File: config.mk
export PLATFORM = sky130hd
export DESIGN_NAME = rx_async_capture
export DESIGN_NICKNAME = d
export VERILOG_FILES = /design/src/verilog/rx_async_capture_pkg.sv /design/src/verilog/async_sync_chain.sv /design/src/verilog/capture_bus_poll.sv /design/src/verilog/fsr_capture.sv /design/src/verilog/rx_async_capture.sv /design/src/verilog/ssr_capture.sv
export SDC_FILE = /design/constraint.sdc
export NUM_CORES = 1
export LEC_CHECK = 0
export BUFFER_PORTS_ARGS = -buffer_cell sky130_fd_sc_hd__buf_2
export CAP_MARGIN = 0
export CORE_ASPECT_RATIO = 1.75
export CORE_MARGIN = 4
export CORE_UTILIZATION = 30
export CTS_BUF_LIST = sky130_fd_sc_hd__clkbuf_16
export DETAILED_ROUTE_END_ITERATION = 12
export PLACE_DENSITY = 0.48
export SYNTH_ARGS = -nofsm -noshare
export SYNTH_HDL_FRONTEND = slang
export SYNTH_SLANG_ARGS = --single-unit
File: constraint.sdc
create_clock -name rx_clock_async_tx_osc_clk -period 1.6 [get_ports rx_clock_async_tx_osc_clk]
set_input_delay 0.08 -clock rx_clock_async_tx_osc_clk [delete_from_list [all_inputs] [get_ports rx_clock_async_tx_osc_clk]]
set_output_delay 0.08 -clock rx_clock_async_tx_osc_clk [all_outputs]
set_load 0.02 [all_outputs]
File: src/verilog/rx_async_capture_pkg.sv
////////////////////
// Slow word layout follows the transceiver scan-chain bit order
// Bits 32 to 35 leave reset low, all other slow bits high
////////////////////
package rx_async_capture_pkg;

  localparam int FSR_W = 3;
  localparam int SSR_W = 36;

  // Synchronizer depths
  localparam int SYNC_LONG  = 4;
  localparam int SYNC_SHORT = 2;

  typedef logic [FSR_W-1:0] fsr_data_t;
  typedef logic [SSR_W-1:0] ssr_data_t;

  typedef logic [2:0] eidleinfersel_t;
  typedef logic [5:0] eye_monitor_t;
  typedef logic [1:0] pcie_switch_t;
  typedef logic [4:0] reserved_out_t;

  // Slow word bit positions
  localparam int SSR_A1A2_BIT          = 0;
  localparam int SSR_BITLOC_REV_BIT    = 1;
  localparam int SSR_BYTE_REV_BIT      = 2;
  localparam int SSR_EIDLEINFERSEL_LSB = 3;
  localparam int SSR_ENCDT_BIT         = 6;
  localparam int SSR_KRFEC_CLR_BIT     = 7;
  localparam int SSR_BER_CLR_BIT       = 8;
  localparam int SSR_ADAPT_START_BIT   = 9;
  localparam int SSR_EARLY_EIOS_BIT    = 10;
  localparam int SSR_EYE_MONITOR_LSB   = 11;
  localparam int SSR_PCIE_SWITCH_LSB   = 17;
  localparam int SSR_PPM_LOCK_BIT      = 19;
  localparam int SSR_RESERVED_LSB      = 20;
  localparam int SSR_RS_LPBK_BIT       = 25;
  localparam int SSR_RXCLKSLIP_BIT     = 26;
  localparam int SSR_BITSLIP_BIT       = 27;
  localparam int SSR_POLINV_BIT        = 28;
  localparam int SSR_PRBS_CLR_BIT      = 29;
  localparam int SSR_SYNCSM_EN_BIT     = 30;
  localparam int SSR_LAT_ADJ_BIT       = 31;
  localparam int SSR_DLL_LOCK_BIT      = 32;
  localparam int SSR_DLL_LOCK_REQ_BIT  = 33;
  localparam int SSR_TRANSFER_EN_BIT   = 34;
  localparam int SSR_DCD_CAL_REQ_BIT   = 35;

  // Reset-controller handshakes come up low
  localparam ssr_data_t SSR_RESET_VAL = {4'b0000, 32'hffff_ffff};

endpackage

File: src/verilog/async_sync_chain.sv
////////////////////
// data_in has no timing relation to clk; STAGES of 2 or more
////////////////////
`timescale 1ns/10ps

module async_sync_chain #(
  parameter int               WIDTH     = 1,
  parameter int               STAGES    = 2,
  parameter logic [WIDTH-1:0] RESET_VAL = '0
) (
  input  logic             clk,
  input  logic             rst,
  input  logic [WIDTH-1:0] data_in,
  output logic [WIDTH-1:0] data_out
);

  logic [WIDTH-1:0] stage_q [STAGES];

  always_ff @(posedge clk) begin
    if (rst) begin
      for (int i = 0; i < STAGES; i++) begin
        stage_q[i] <= RESET_VAL;
      end
    end else begin
      stage_q[0] <= data_in;
      for (int i = 1; i < STAGES; i++) begin
        stage_q[i] <= stage_q[i-1];
      end
    end
  end

  assign data_out = stage_q[STAGES-1];

  // A single flop gives no metastability settling time
  a_min_stages: assert property (@(posedge clk) STAGES >= 2);

endmodule

File: src/verilog/capture_bus_poll.sv
////////////////////
// sync_in must already be in the clk domain
// bypass is a static configuration level
////////////////////
`timescale 1ns/10ps

module capture_bus_poll #(
  parameter int               WIDTH     = 1,
  parameter logic [WIDTH-1:0] RESET_VAL = '1
) (
  input  logic             clk,
  input  logic             rst,
  input  logic [WIDTH-1:0] sync_in,
  input  logic             bypass,
  input  logic             load,
  output logic [WIDTH-1:0] data_out
);

  logic [WIDTH-1:0] prev_q;
  logic [WIDTH-1:0] stable_q;
  logic             match;

  // Two back-to-back samples agree, so the bus is not mid-transition
  assign match = (sync_in == prev_q);

  always_ff @(posedge clk) begin
    if (rst) begin
      prev_q   <= RESET_VAL;
      stable_q <= RESET_VAL;
      data_out <= RESET_VAL;
    end else begin
      prev_q <= sync_in;
      if (match) begin
        stable_q <= sync_in;
      end
      if (load) begin
        data_out <= bypass ? sync_in : stable_q;
      end
    end
  end

  a_stable_after_match: assert property (
    @(posedge clk) disable iff (rst)
    !bypass && !$past(rst) && $changed(stable_q) |-> $past(match)
  );

  // Scan chain sees a new value only after its own strobe
  a_out_after_load: assert property (
    @(posedge clk) disable iff (rst)
    !$past(rst) && $changed(data_out) |-> $past(load)
  );

endmodule

File: src/verilog/fsr_capture.sv
////////////////////
// rst_val picks per bit which reset copy is shown before the first load
////////////////////
`timescale 1ns/10ps

module fsr_capture #(
  parameter int LONG_STAGES  = rx_async_capture_pkg::SYNC_LONG,
  parameter int SHORT_STAGES = rx_async_capture_pkg::SYNC_SHORT
) (
  input  logic                            clk,
  input  logic                            rst,
  input  logic                            ltr,
  input  logic                            pma_ltd_b,
  input  logic                            fifo_align_clr,
  input  logic                            load,
  input  rx_async_capture_pkg::fsr_data_t rst_val,
  output rx_async_capture_pkg::fsr_data_t fsr_data
);

  import rx_async_capture_pkg::*;

  fsr_data_t raw;
  fsr_data_t sync1;
  fsr_data_t sync0;
  fsr_data_t cap1_q;
  fsr_data_t cap0_q;

  assign raw = {fifo_align_clr, pma_ltd_b, ltr};

  for (genvar i = 0; i < FSR_W; i++) begin : g_bit
    // FIFO align clear uses the shallow chain
    localparam int DEPTH = (i == 2) ? SHORT_STAGES : LONG_STAGES;

    async_sync_chain #(
      .WIDTH     (1),
      .STAGES    (DEPTH),
      .RESET_VAL (1'b1)
    ) sync_rst1_inst (
      .clk      (clk),
      .rst      (rst),
      .data_in  (raw[i]),
      .data_out (sync1[i])
    );

    async_sync_chain #(
      .WIDTH     (1),
      .STAGES    (DEPTH),
      .RESET_VAL (1'b0)
    ) sync_rst0_inst (
      .clk      (clk),
      .rst      (rst),
      .data_in  (raw[i]),
      .data_out (sync0[i])
    );
  end

  always_ff @(posedge clk) begin
    if (rst) begin
      cap1_q <= '1;
      cap0_q <= '0;
    end else if (load) begin
      cap1_q <= sync1;
      cap0_q <= sync0;
    end
  end

  assign fsr_data = (rst_val & cap1_q) | (~rst_val & cap0_q);

  a_capture_on_load: assert property (
    @(posedge clk) $changed({cap1_q, cap0_q}) |-> $past(load || rst)
  );

endmodule

File: src/verilog/rx_async_capture.sv
////////////////////
// Fabric inputs are asynchronous; fsr_load and ssr_load are
// single-cycle strobes in the oscillator clock domain
////////////////////
`timescale 1ns/10ps

module rx_async_capture #(
  parameter int SYNC_LONG_STAGES  = rx_async_capture_pkg::SYNC_LONG,
  parameter int SYNC_SHORT_STAGES = rx_async_capture_pkg::SYNC_SHORT
) (
  input  logic                                rx_clock_async_tx_osc_clk,
  input  logic                                rst,
  input  logic                                fsr_load,
  input  logic                                ssr_load,
  input  rx_async_capture_pkg::fsr_data_t     fsr_rst_val,
  input  logic                                eidleinfersel_bypass,
  input  logic                                eye_monitor_bypass,
  input  logic                                pcie_switch_bypass,
  input  logic                                reserved_out_bypass,
  // Fast word sources
  input  logic                                pld_ltr,
  input  logic                                pld_pma_ltd_b,
  input  logic                                pld_rx_fabric_fifo_align_clr,
  // Slow word sources
  input  logic                                pld_8g_a1a2_size,
  input  logic                                pld_8g_bitloc_rev_en,
  input  logic                                pld_8g_byte_rev_en,
  input  rx_async_capture_pkg::eidleinfersel_t pld_8g_eidleinfersel,
  input  logic                                pld_8g_encdt,
  input  logic                                pld_10g_krfec_rx_clr_errblk_cnt,
  input  logic                                pld_10g_rx_clr_ber_count,
  input  logic                                pld_pma_adapt_start,
  input  logic                                pld_pma_early_eios,
  input  rx_async_capture_pkg::eye_monitor_t  pld_pma_eye_monitor,
  input  rx_async_capture_pkg::pcie_switch_t  pld_pma_pcie_switch,
  input  logic                                pld_pma_ppm_lock,
  input  rx_async_capture_pkg::reserved_out_t pld_pma_reserved_out,
  input  logic                                pld_pma_rs_lpbk_b,
  input  logic                                pld_pmaif_rxclkslip,
  input  logic                                pld_bitslip,
  input  logic                                pld_polinv_rx,
  input  logic                                pld_rx_prbs_err_clr,
  input  logic                                pld_syncsm_en,
  input  logic                                pld_rx_fifo_latency_adj_en,
  input  logic                                rx_hrdrst_fabric_rx_dll_lock,
  input  logic                                pld_rx_dll_lock_req,
  input  logic                                rx_hrdrst_fabric_rx_transfer_en,
  input  logic                                pld_aib_hssi_rx_dcd_cal_req,
  output rx_async_capture_pkg::fsr_data_t     fsr_data,
  output rx_async_capture_pkg::ssr_data_t     ssr_data
);

  fsr_capture #(
    .LONG_STAGES  (SYNC_LONG_STAGES),
    .SHORT_STAGES (SYNC_SHORT_STAGES)
  ) fsr_capture_inst (
    .clk            (rx_clock_async_tx_osc_clk),
    .rst            (rst),
    .ltr            (pld_ltr),
    .pma_ltd_b      (pld_pma_ltd_b),
    .fifo_align_clr (pld_rx_fabric_fifo_align_clr),
    .load           (fsr_load),
    .rst_val        (fsr_rst_val),
    .fsr_data       (fsr_data)
  );

  // Slow-path port names match the top level one for one
  ssr_capture #(
    .LONG_STAGES  (SYNC_LONG_STAGES),
    .SHORT_STAGES (SYNC_SHORT_STAGES)
  ) ssr_capture_inst (
    .clk  (rx_clock_async_tx_osc_clk),
    .load (ssr_load),
    .*
  );

endmodule

File: src/verilog/ssr_capture.sv
////////////////////
// Multi-bit fields are polled unless their bypass bit is set
////////////////////
`timescale 1ns/10ps

module ssr_capture #(
  parameter int LONG_STAGES  = rx_async_capture_pkg::SYNC_LONG,
  parameter int SHORT_STAGES = rx_async_capture_pkg::SYNC_SHORT
) (
  input  logic                                clk,
  input  logic                                rst,
  input  logic                                load,
  input  logic                                pld_8g_a1a2_size,
  input  logic                                pld_8g_bitloc_rev_en,
  input  logic                                pld_8g_byte_rev_en,
  input  rx_async_capture_pkg::eidleinfersel_t pld_8g_eidleinfersel,
  input  logic                                pld_8g_encdt,
  input  logic                                pld_10g_krfec_rx_clr_errblk_cnt,
  input  logic                                pld_10g_rx_clr_ber_count,
  input  logic                                pld_pma_adapt_start,
  input  logic                                pld_pma_early_eios,
  input  rx_async_capture_pkg::eye_monitor_t  pld_pma_eye_monitor,
  input  rx_async_capture_pkg::pcie_switch_t  pld_pma_pcie_switch,
  input  logic                                pld_pma_ppm_lock,
  input  rx_async_capture_pkg::reserved_out_t pld_pma_reserved_out,
  input  logic                                pld_pma_rs_lpbk_b,
  input  logic                                pld_pmaif_rxclkslip,
  input  logic                                pld_bitslip,
  input  logic                                pld_polinv_rx,
  input  logic                                pld_rx_prbs_err_clr,
  input  logic                                pld_syncsm_en,
  input  logic                                pld_rx_fifo_latency_adj_en,
  input  logic                                rx_hrdrst_fabric_rx_dll_lock,
  input  logic                                pld_rx_dll_lock_req,
  input  logic                                rx_hrdrst_fabric_rx_transfer_en,
  input  logic                                pld_aib_hssi_rx_dcd_cal_req,
  input  logic                                eidleinfersel_bypass,
  input  logic                                eye_monitor_bypass,
  input  logic                                pcie_switch_bypass,
  input  logic                                reserved_out_bypass,
  output rx_async_capture_pkg::ssr_data_t     ssr_data
);

  import rx_async_capture_pkg::*;

  localparam int SHORT_N = 11;
  localparam int LONG_N  = 9;
  localparam int BUS_N   = $bits(eidleinfersel_t) + $bits(eye_monitor_t) +
                           $bits(pcie_switch_t) + $bits(reserved_out_t);
  // Top four long-chain bits are reset-controller handshakes
  localparam logic [LONG_N-1:0] LONG_RST = 9'b0_0001_1111;
  // Bus slices packed as eidleinfersel, eye_monitor, pcie_switch, reserved
  localparam int BUS_LSB [4] = '{0, 3, 9, 11};
  localparam int BUS_W   [4] = '{3, 6, 2, 5};

  logic [SHORT_N-1:0] short_raw;
  logic [SHORT_N-1:0] short_sync;
  logic [SHORT_N-1:0] short_q;
  logic [LONG_N-1:0]  long_raw;
  logic [LONG_N-1:0]  long_sync;
  logic [LONG_N-1:0]  long_q;
  logic [BUS_N-1:0]   bus_raw;
  logic [BUS_N-1:0]   bus_sync;
  logic [BUS_N-1:0]   bus_q;
  logic [3:0]         bus_bypass;

  assign short_raw = {pld_rx_fifo_latency_adj_en, pld_syncsm_en, pld_rx_prbs_err_clr,
                      pld_polinv_rx, pld_bitslip, pld_10g_rx_clr_ber_count,
                      pld_10g_krfec_rx_clr_errblk_cnt, pld_8g_encdt, pld_8g_byte_rev_en,
                      pld_8g_bitloc_rev_en, pld_8g_a1a2_size};
  assign long_raw  = {pld_aib_hssi_rx_dcd_cal_req, rx_hrdrst_fabric_rx_transfer_en,
                      pld_rx_dll_lock_req, rx_hrdrst_fabric_rx_dll_lock, pld_pmaif_rxclkslip,
                      pld_pma_rs_lpbk_b, pld_pma_ppm_lock, pld_pma_early_eios,
                      pld_pma_adapt_start};
  assign bus_raw   = {pld_pma_reserved_out, pld_pma_pcie_switch, pld_pma_eye_monitor,
                      pld_8g_eidleinfersel};
  assign bus_bypass = {reserved_out_bypass, pcie_switch_bypass, eye_monitor_bypass,
                       eidleinfersel_bypass};

  async_sync_chain #(
    .WIDTH     (SHORT_N),
    .STAGES    (SHORT_STAGES),
    .RESET_VAL ('1)
  ) short_sync_inst (
    .clk      (clk),
    .rst      (rst),
    .data_in  (short_raw),
    .data_out (short_sync)
  );

  async_sync_chain #(
    .WIDTH     (LONG_N),
    .STAGES    (LONG_STAGES),
    .RESET_VAL (LONG_RST)
  ) long_sync_inst (
    .clk      (clk),
    .rst      (rst),
    .data_in  (long_raw),
    .data_out (long_sync)
  );

  async_sync_chain #(
    .WIDTH     (BUS_N),
    .STAGES    (LONG_STAGES),
    .RESET_VAL ('1)
  ) bus_sync_inst (
    .clk      (clk),
    .rst      (rst),
    .data_in  (bus_raw),
    .data_out (bus_sync)
  );

  for (genvar g = 0; g < 4; g++) begin : g_poll
    capture_bus_poll #(
      .WIDTH     (BUS_W[g]),
      .RESET_VAL ('1)
    ) poll_inst (
      .clk      (clk),
      .rst      (rst),
      .sync_in  (bus_sync[BUS_LSB[g] +: BUS_W[g]]),
      .bypass   (bus_bypass[g]),
      .load     (load),
      .data_out (bus_q[BUS_LSB[g] +: BUS_W[g]])
    );
  end

  always_ff @(posedge clk) begin
    if (rst) begin
      short_q <= '1;
      long_q  <= LONG_RST;
    end else if (load) begin
      short_q <= short_sync;
      long_q  <= long_sync;
    end
  end

  always_comb begin
    ssr_data = '0;
    ssr_data[SSR_A1A2_BIT]          = short_q[0];
    ssr_data[SSR_BITLOC_REV_BIT]    = short_q[1];
    ssr_data[SSR_BYTE_REV_BIT]      = short_q[2];
    ssr_data[SSR_ENCDT_BIT]         = short_q[3];
    ssr_data[SSR_KRFEC_CLR_BIT]     = short_q[4];
    ssr_data[SSR_BER_CLR_BIT]       = short_q[5];
    ssr_data[SSR_BITSLIP_BIT]       = short_q[6];
    ssr_data[SSR_POLINV_BIT]        = short_q[7];
    ssr_data[SSR_PRBS_CLR_BIT]      = short_q[8];
    ssr_data[SSR_SYNCSM_EN_BIT]     = short_q[9];
    ssr_data[SSR_LAT_ADJ_BIT]       = short_q[10];
    ssr_data[SSR_ADAPT_START_BIT]   = long_q[0];
    ssr_data[SSR_EARLY_EIOS_BIT]    = long_q[1];
    ssr_data[SSR_PPM_LOCK_BIT]      = long_q[2];
    ssr_data[SSR_RS_LPBK_BIT]       = long_q[3];
    ssr_data[SSR_RXCLKSLIP_BIT]     = long_q[4];
    ssr_data[SSR_DLL_LOCK_BIT]      = long_q[5];
    ssr_data[SSR_DLL_LOCK_REQ_BIT]  = long_q[6];
    ssr_data[SSR_TRANSFER_EN_BIT]   = long_q[7];
    ssr_data[SSR_DCD_CAL_REQ_BIT]   = long_q[8];
    ssr_data[SSR_EIDLEINFERSEL_LSB +: 3] = bus_q[2:0];
    ssr_data[SSR_EYE_MONITOR_LSB +: 6]   = bus_q[8:3];
    ssr_data[SSR_PCIE_SWITCH_LSB +: 2]   = bus_q[10:9];
    ssr_data[SSR_RESERVED_LSB +: 5]      = bus_q[15:11];
  end

  // Single-bit and polled registers together give the documented reset word
  a_reset_word: assert property (@(posedge clk) rst |=> ssr_data == SSR_RESET_VAL);

endmodule
==> results.py <==
metrics = {
    "worst_setup_path": {
        "r2r-start": "ssr_capture_inst.bus_sync_inst.stage_q[3][14]",
        "worstPathMaxFanout": 4,
        "worst-setup-path-type": "register to register",
        "crit_path_top_delay_cell": "nor4_2",
        "cp-end-kind": "register",
        "critPathArrivalTime_ns": 1.76,
        "cpPeakStageDelay_ns": 0.39,
        "crit_chain": "xor2_1 -> nor4_2 -> nand2_2 -> mux2i_1",
        "reg2reg_slack_ns": 0.23,
        "worst_ep_required_time_ns": 1.99,
        "start_kind": "register",
        "reg2reg_depth": 4,
    },
    "timing": {
        "max_freq_mhz": 730.7,
        "setup_slack_ns": 0.2314,
        "maxSlewHeadroom": 0.6347,
        "rsz0062_at_grt": "false",
        "finalSetupTns_ns": 0,
        "slew_violations": 0,
        "fin_crit_ns": 1.369,
        "worstMarginPinSlew_ns": 0.5479,
        "setup_viol": 0,
        "fin_skew_ns": 0.01535,
        "period_share": 0.8554,
        "timing_hold_violations_final": 0,
    },
    "placed_design": {
        "dp.cells": 959,
        "pre_cts_ws_ns": 0.2364,
        "gp_congestion": 0.6677,
        "dp_hpwl_um": 7508,
        "portBuffers": 88,
    },
    "global_routing": {
        "grt_pass1_vias": 4187,
        "grt_start_max_net_pins": 69,
        "track_usage": 0.09565,
        "grt_first_pass_wirelength_um": 19670,
        "antenna_found_initial": 0,
        "overflow": 0,
    },
    "synthesis": {
        "synth.net_count": 654,
        "netlist_area_um2": 6753,
        "postSynthAreaPerCell_um2": 11.18,
        "yosys_warnings": 0,
        "synth-seq-cells": 216,
        "seq_area_frac_synth": 0.6404,
        "synthCells": 604,
        "synth_cell_types": 28,
    },
    "floorplan": {
        "placementRows": 72,
        "fp.dieH_um": 206.5,
        "pin_count": 89,
        "die_w_um": 121.4,
        "die_area_um2": 25070,
        "coreArea_um2": 22160,
        "initial_core_util": 0.3047,
    },
    "worst_hold_path": {
        "min_from": "eidleinfersel_bypass",
        "hold_class": "input port to register",
        "hold_depth": 4,
    },
    "status": {
        "status": "completed",
    },
    "layout": {
        "area_growth_pct": 28.18,
        "final_common_cell": "dfxtp_1",
        "final_cells": 1036,
        "num_antenna_cells": 0,
        "most-common-layout-cells": "dfxtp_1 (216), or2_2 (138), buf_2 (87)",
        "final_nets": 776,
        "drive_above_1_share": 0.3703,
    },
    "clocking": {
        "cts.path.max_buffers": 3,
        "cts.sinks": 216,
        "cts_buffers": 21,
        "cts_root_buffer": "clkbuf_16",
        "htree_levels": 1,
        "cts_hold_buf": 40,
        "tritoncts": "yes",
        "post_cts_resized": 0,
        "cts_setup_buffers": 0,
        "clk_latency_ns": 0.49,
        "path_clk_slew_ns": 0.06,
    },
    "power": {
        "pwr_density_cell_nw_per_um2": 1312,
        "peakVddDrop_v": 0.0005982,
        "p_leak_uw": 0.003449,
    },
    "routing": {
        "drt_iter0_markers": 175,
        "routedWlPerCell_um": 11.37,
        "dr.pass1.iters": 4,
        "drcViolationCount": 0,
        "wl_um": 11780,
        "vias": 4092,
        "postRouteAntennaNets": 0,
        "viasPerCell": 3.950,
    },
    "job": {
        "drv_cap": 0,
    },
}
## logic make-up after synthesis
| family | after synthesis | synth area share |
|---|---|---|
| xor gates and xnor gates | 16 | 0.02075 |
| DFF | 216 | 0.6404 |
| AOI/OAI and AO/OA | 45 | 0.04706 |
| and+or+nand+nor | 242 | 0.2097 |
| muxes | 36 | 0.05392 |
| buffers and inverters | 49 | 0.02816 |
## through the flow
stage	hold WS, ns	cell area, um2	util	power (uW)
CTS	0.05260	8656	0.3906	11570
global placement	0.2622	7523	0.3395	6217
global route	0.09929	8656	0.3906	11870
floorplan	0.1838	6753	-	6060
finish	0.07768	8656	0.3906	11360
detailed placement	0.2636	7523	0.3395	6240
## registers in the layout (all words and copies together), names as in the netlist
signal,flops
fsr_capture_inst.cap0_q,3
fsr_capture_inst.cap1_q,3
fsr_capture_inst.g_bit.sync_rst0_inst.stage_q,10
fsr_capture_inst.g_bit.sync_rst1_inst.stage_q,10
ssr_capture_inst.bus_sync_inst.stage_q,64
ssr_capture_inst.g_poll.poll_inst.data_out,16
ssr_capture_inst.g_poll.poll_inst.prev_q,16
ssr_capture_inst.g_poll.poll_inst.stable_q,16
ssr_capture_inst.long_q,9
ssr_capture_inst.long_sync_inst.stage_q,36
ssr_capture_inst.short_q,11
ssr_capture_inst.short_sync_inst.stage_q,22
## how the worst max path moves through the flow
stage	cells past startpoint	from	end
after floorplan	3	ssr_capture_inst.bus_sync_inst.stage_q[3][2]	register
after CTS	4	ssr_capture_inst.bus_sync_inst.stage_q[3][14]	register
after global routing	4	ssr_capture_inst.bus_sync_inst.stage_q[3][14]	register
after global placement	4	ssr_capture_inst.bus_sync_inst.stage_q[3][14]	register
final	4	ssr_capture_inst.bus_sync_inst.stage_q[3][14]	register
after detailed placement	4	ssr_capture_inst.bus_sync_inst.stage_q[3][6]	register
## layout make-up
class	instances	area (um2)
flip-flops and latches	216	4324
clock buffers	21	525.5
well taps	296	370.4
inverters	14	52.55
clock inverters	16	206.4
repair buffers	134	938.4
fillers	2206	13510
multi-input cells	339	2238
## critical path: cells and delay by family, from the launching register on
| kind | cells | cell delay [ns] |
|---|---|---|
| XOR/XNOR | 1 | 0.17 |
| flip-flops | 1 | 0.33 |
| multiplexers | 1 | 0.22 |
| AND/OR/NAND/NOR | 2 | 0.57 |
## cell usage after synthesis
library cell | number | area share
nand3_2 | 1 | 0.0015
or3_4 | 1 | 0.0017
inv_1 | 14 | 0.0078
nor2b_1 | 45 | 0.042
a211o_1 | 21 | 0.027
nor2_1 | 47 | 0.026
o31a_1 | 1 | 0.0013
mux2_2 | 3 | 0.0050
o21a_1 | 2 | 0.0022
mux2i_1 | 33 | 0.049
a21oi_1 | 16 | 0.012
o22ai_1 | 2 | 0.0019
nor4_2 | 2 | 0.0037
or2_2 | 138 | 0.13
o21ai_0 | 2 | 0.0015
dfxtp_1 | 216 | 0.64
clkbuf_1 | 26 | 0.014
nand2_2 | 1 | 0.00093
a211oi_1 | 1 | 0.0011
nand2_1 | 1 | 0.00056
nand2b_1 | 2 | 0.0019
xnor2_1 | 3 | 0.0039
nor3_1 | 2 | 0.0015
buf_2 | 5 | 0.0037
xor2_1 | 13 | 0.017
nor4b_1 | 1 | 0.0013
buf_1 | 4 | 0.0022
nand3b_1 | 1 | 0.0011
## report_power, final
| group | switching (uW) | internal (uW) | total (uW) |
|---|---|---|---|
| combinational | 272 | 316 | 588 |
| sequential | 47.2 | 5550 | 5600 |
| clock | 1970 | 3200 | 5180 |
| total | 2290 | 9070 | 11400 |
## metal layers
layer	up-vias	GRT usage	part of all wire
met4	0	0.04167	0.033
met1	1834	0.1048	0.40
li1	2148	-	-
met3	25	0.02300	0.059
met2	85	0.1733	0.51
met5	-	0	0
(Power assumes the default switching activity.)
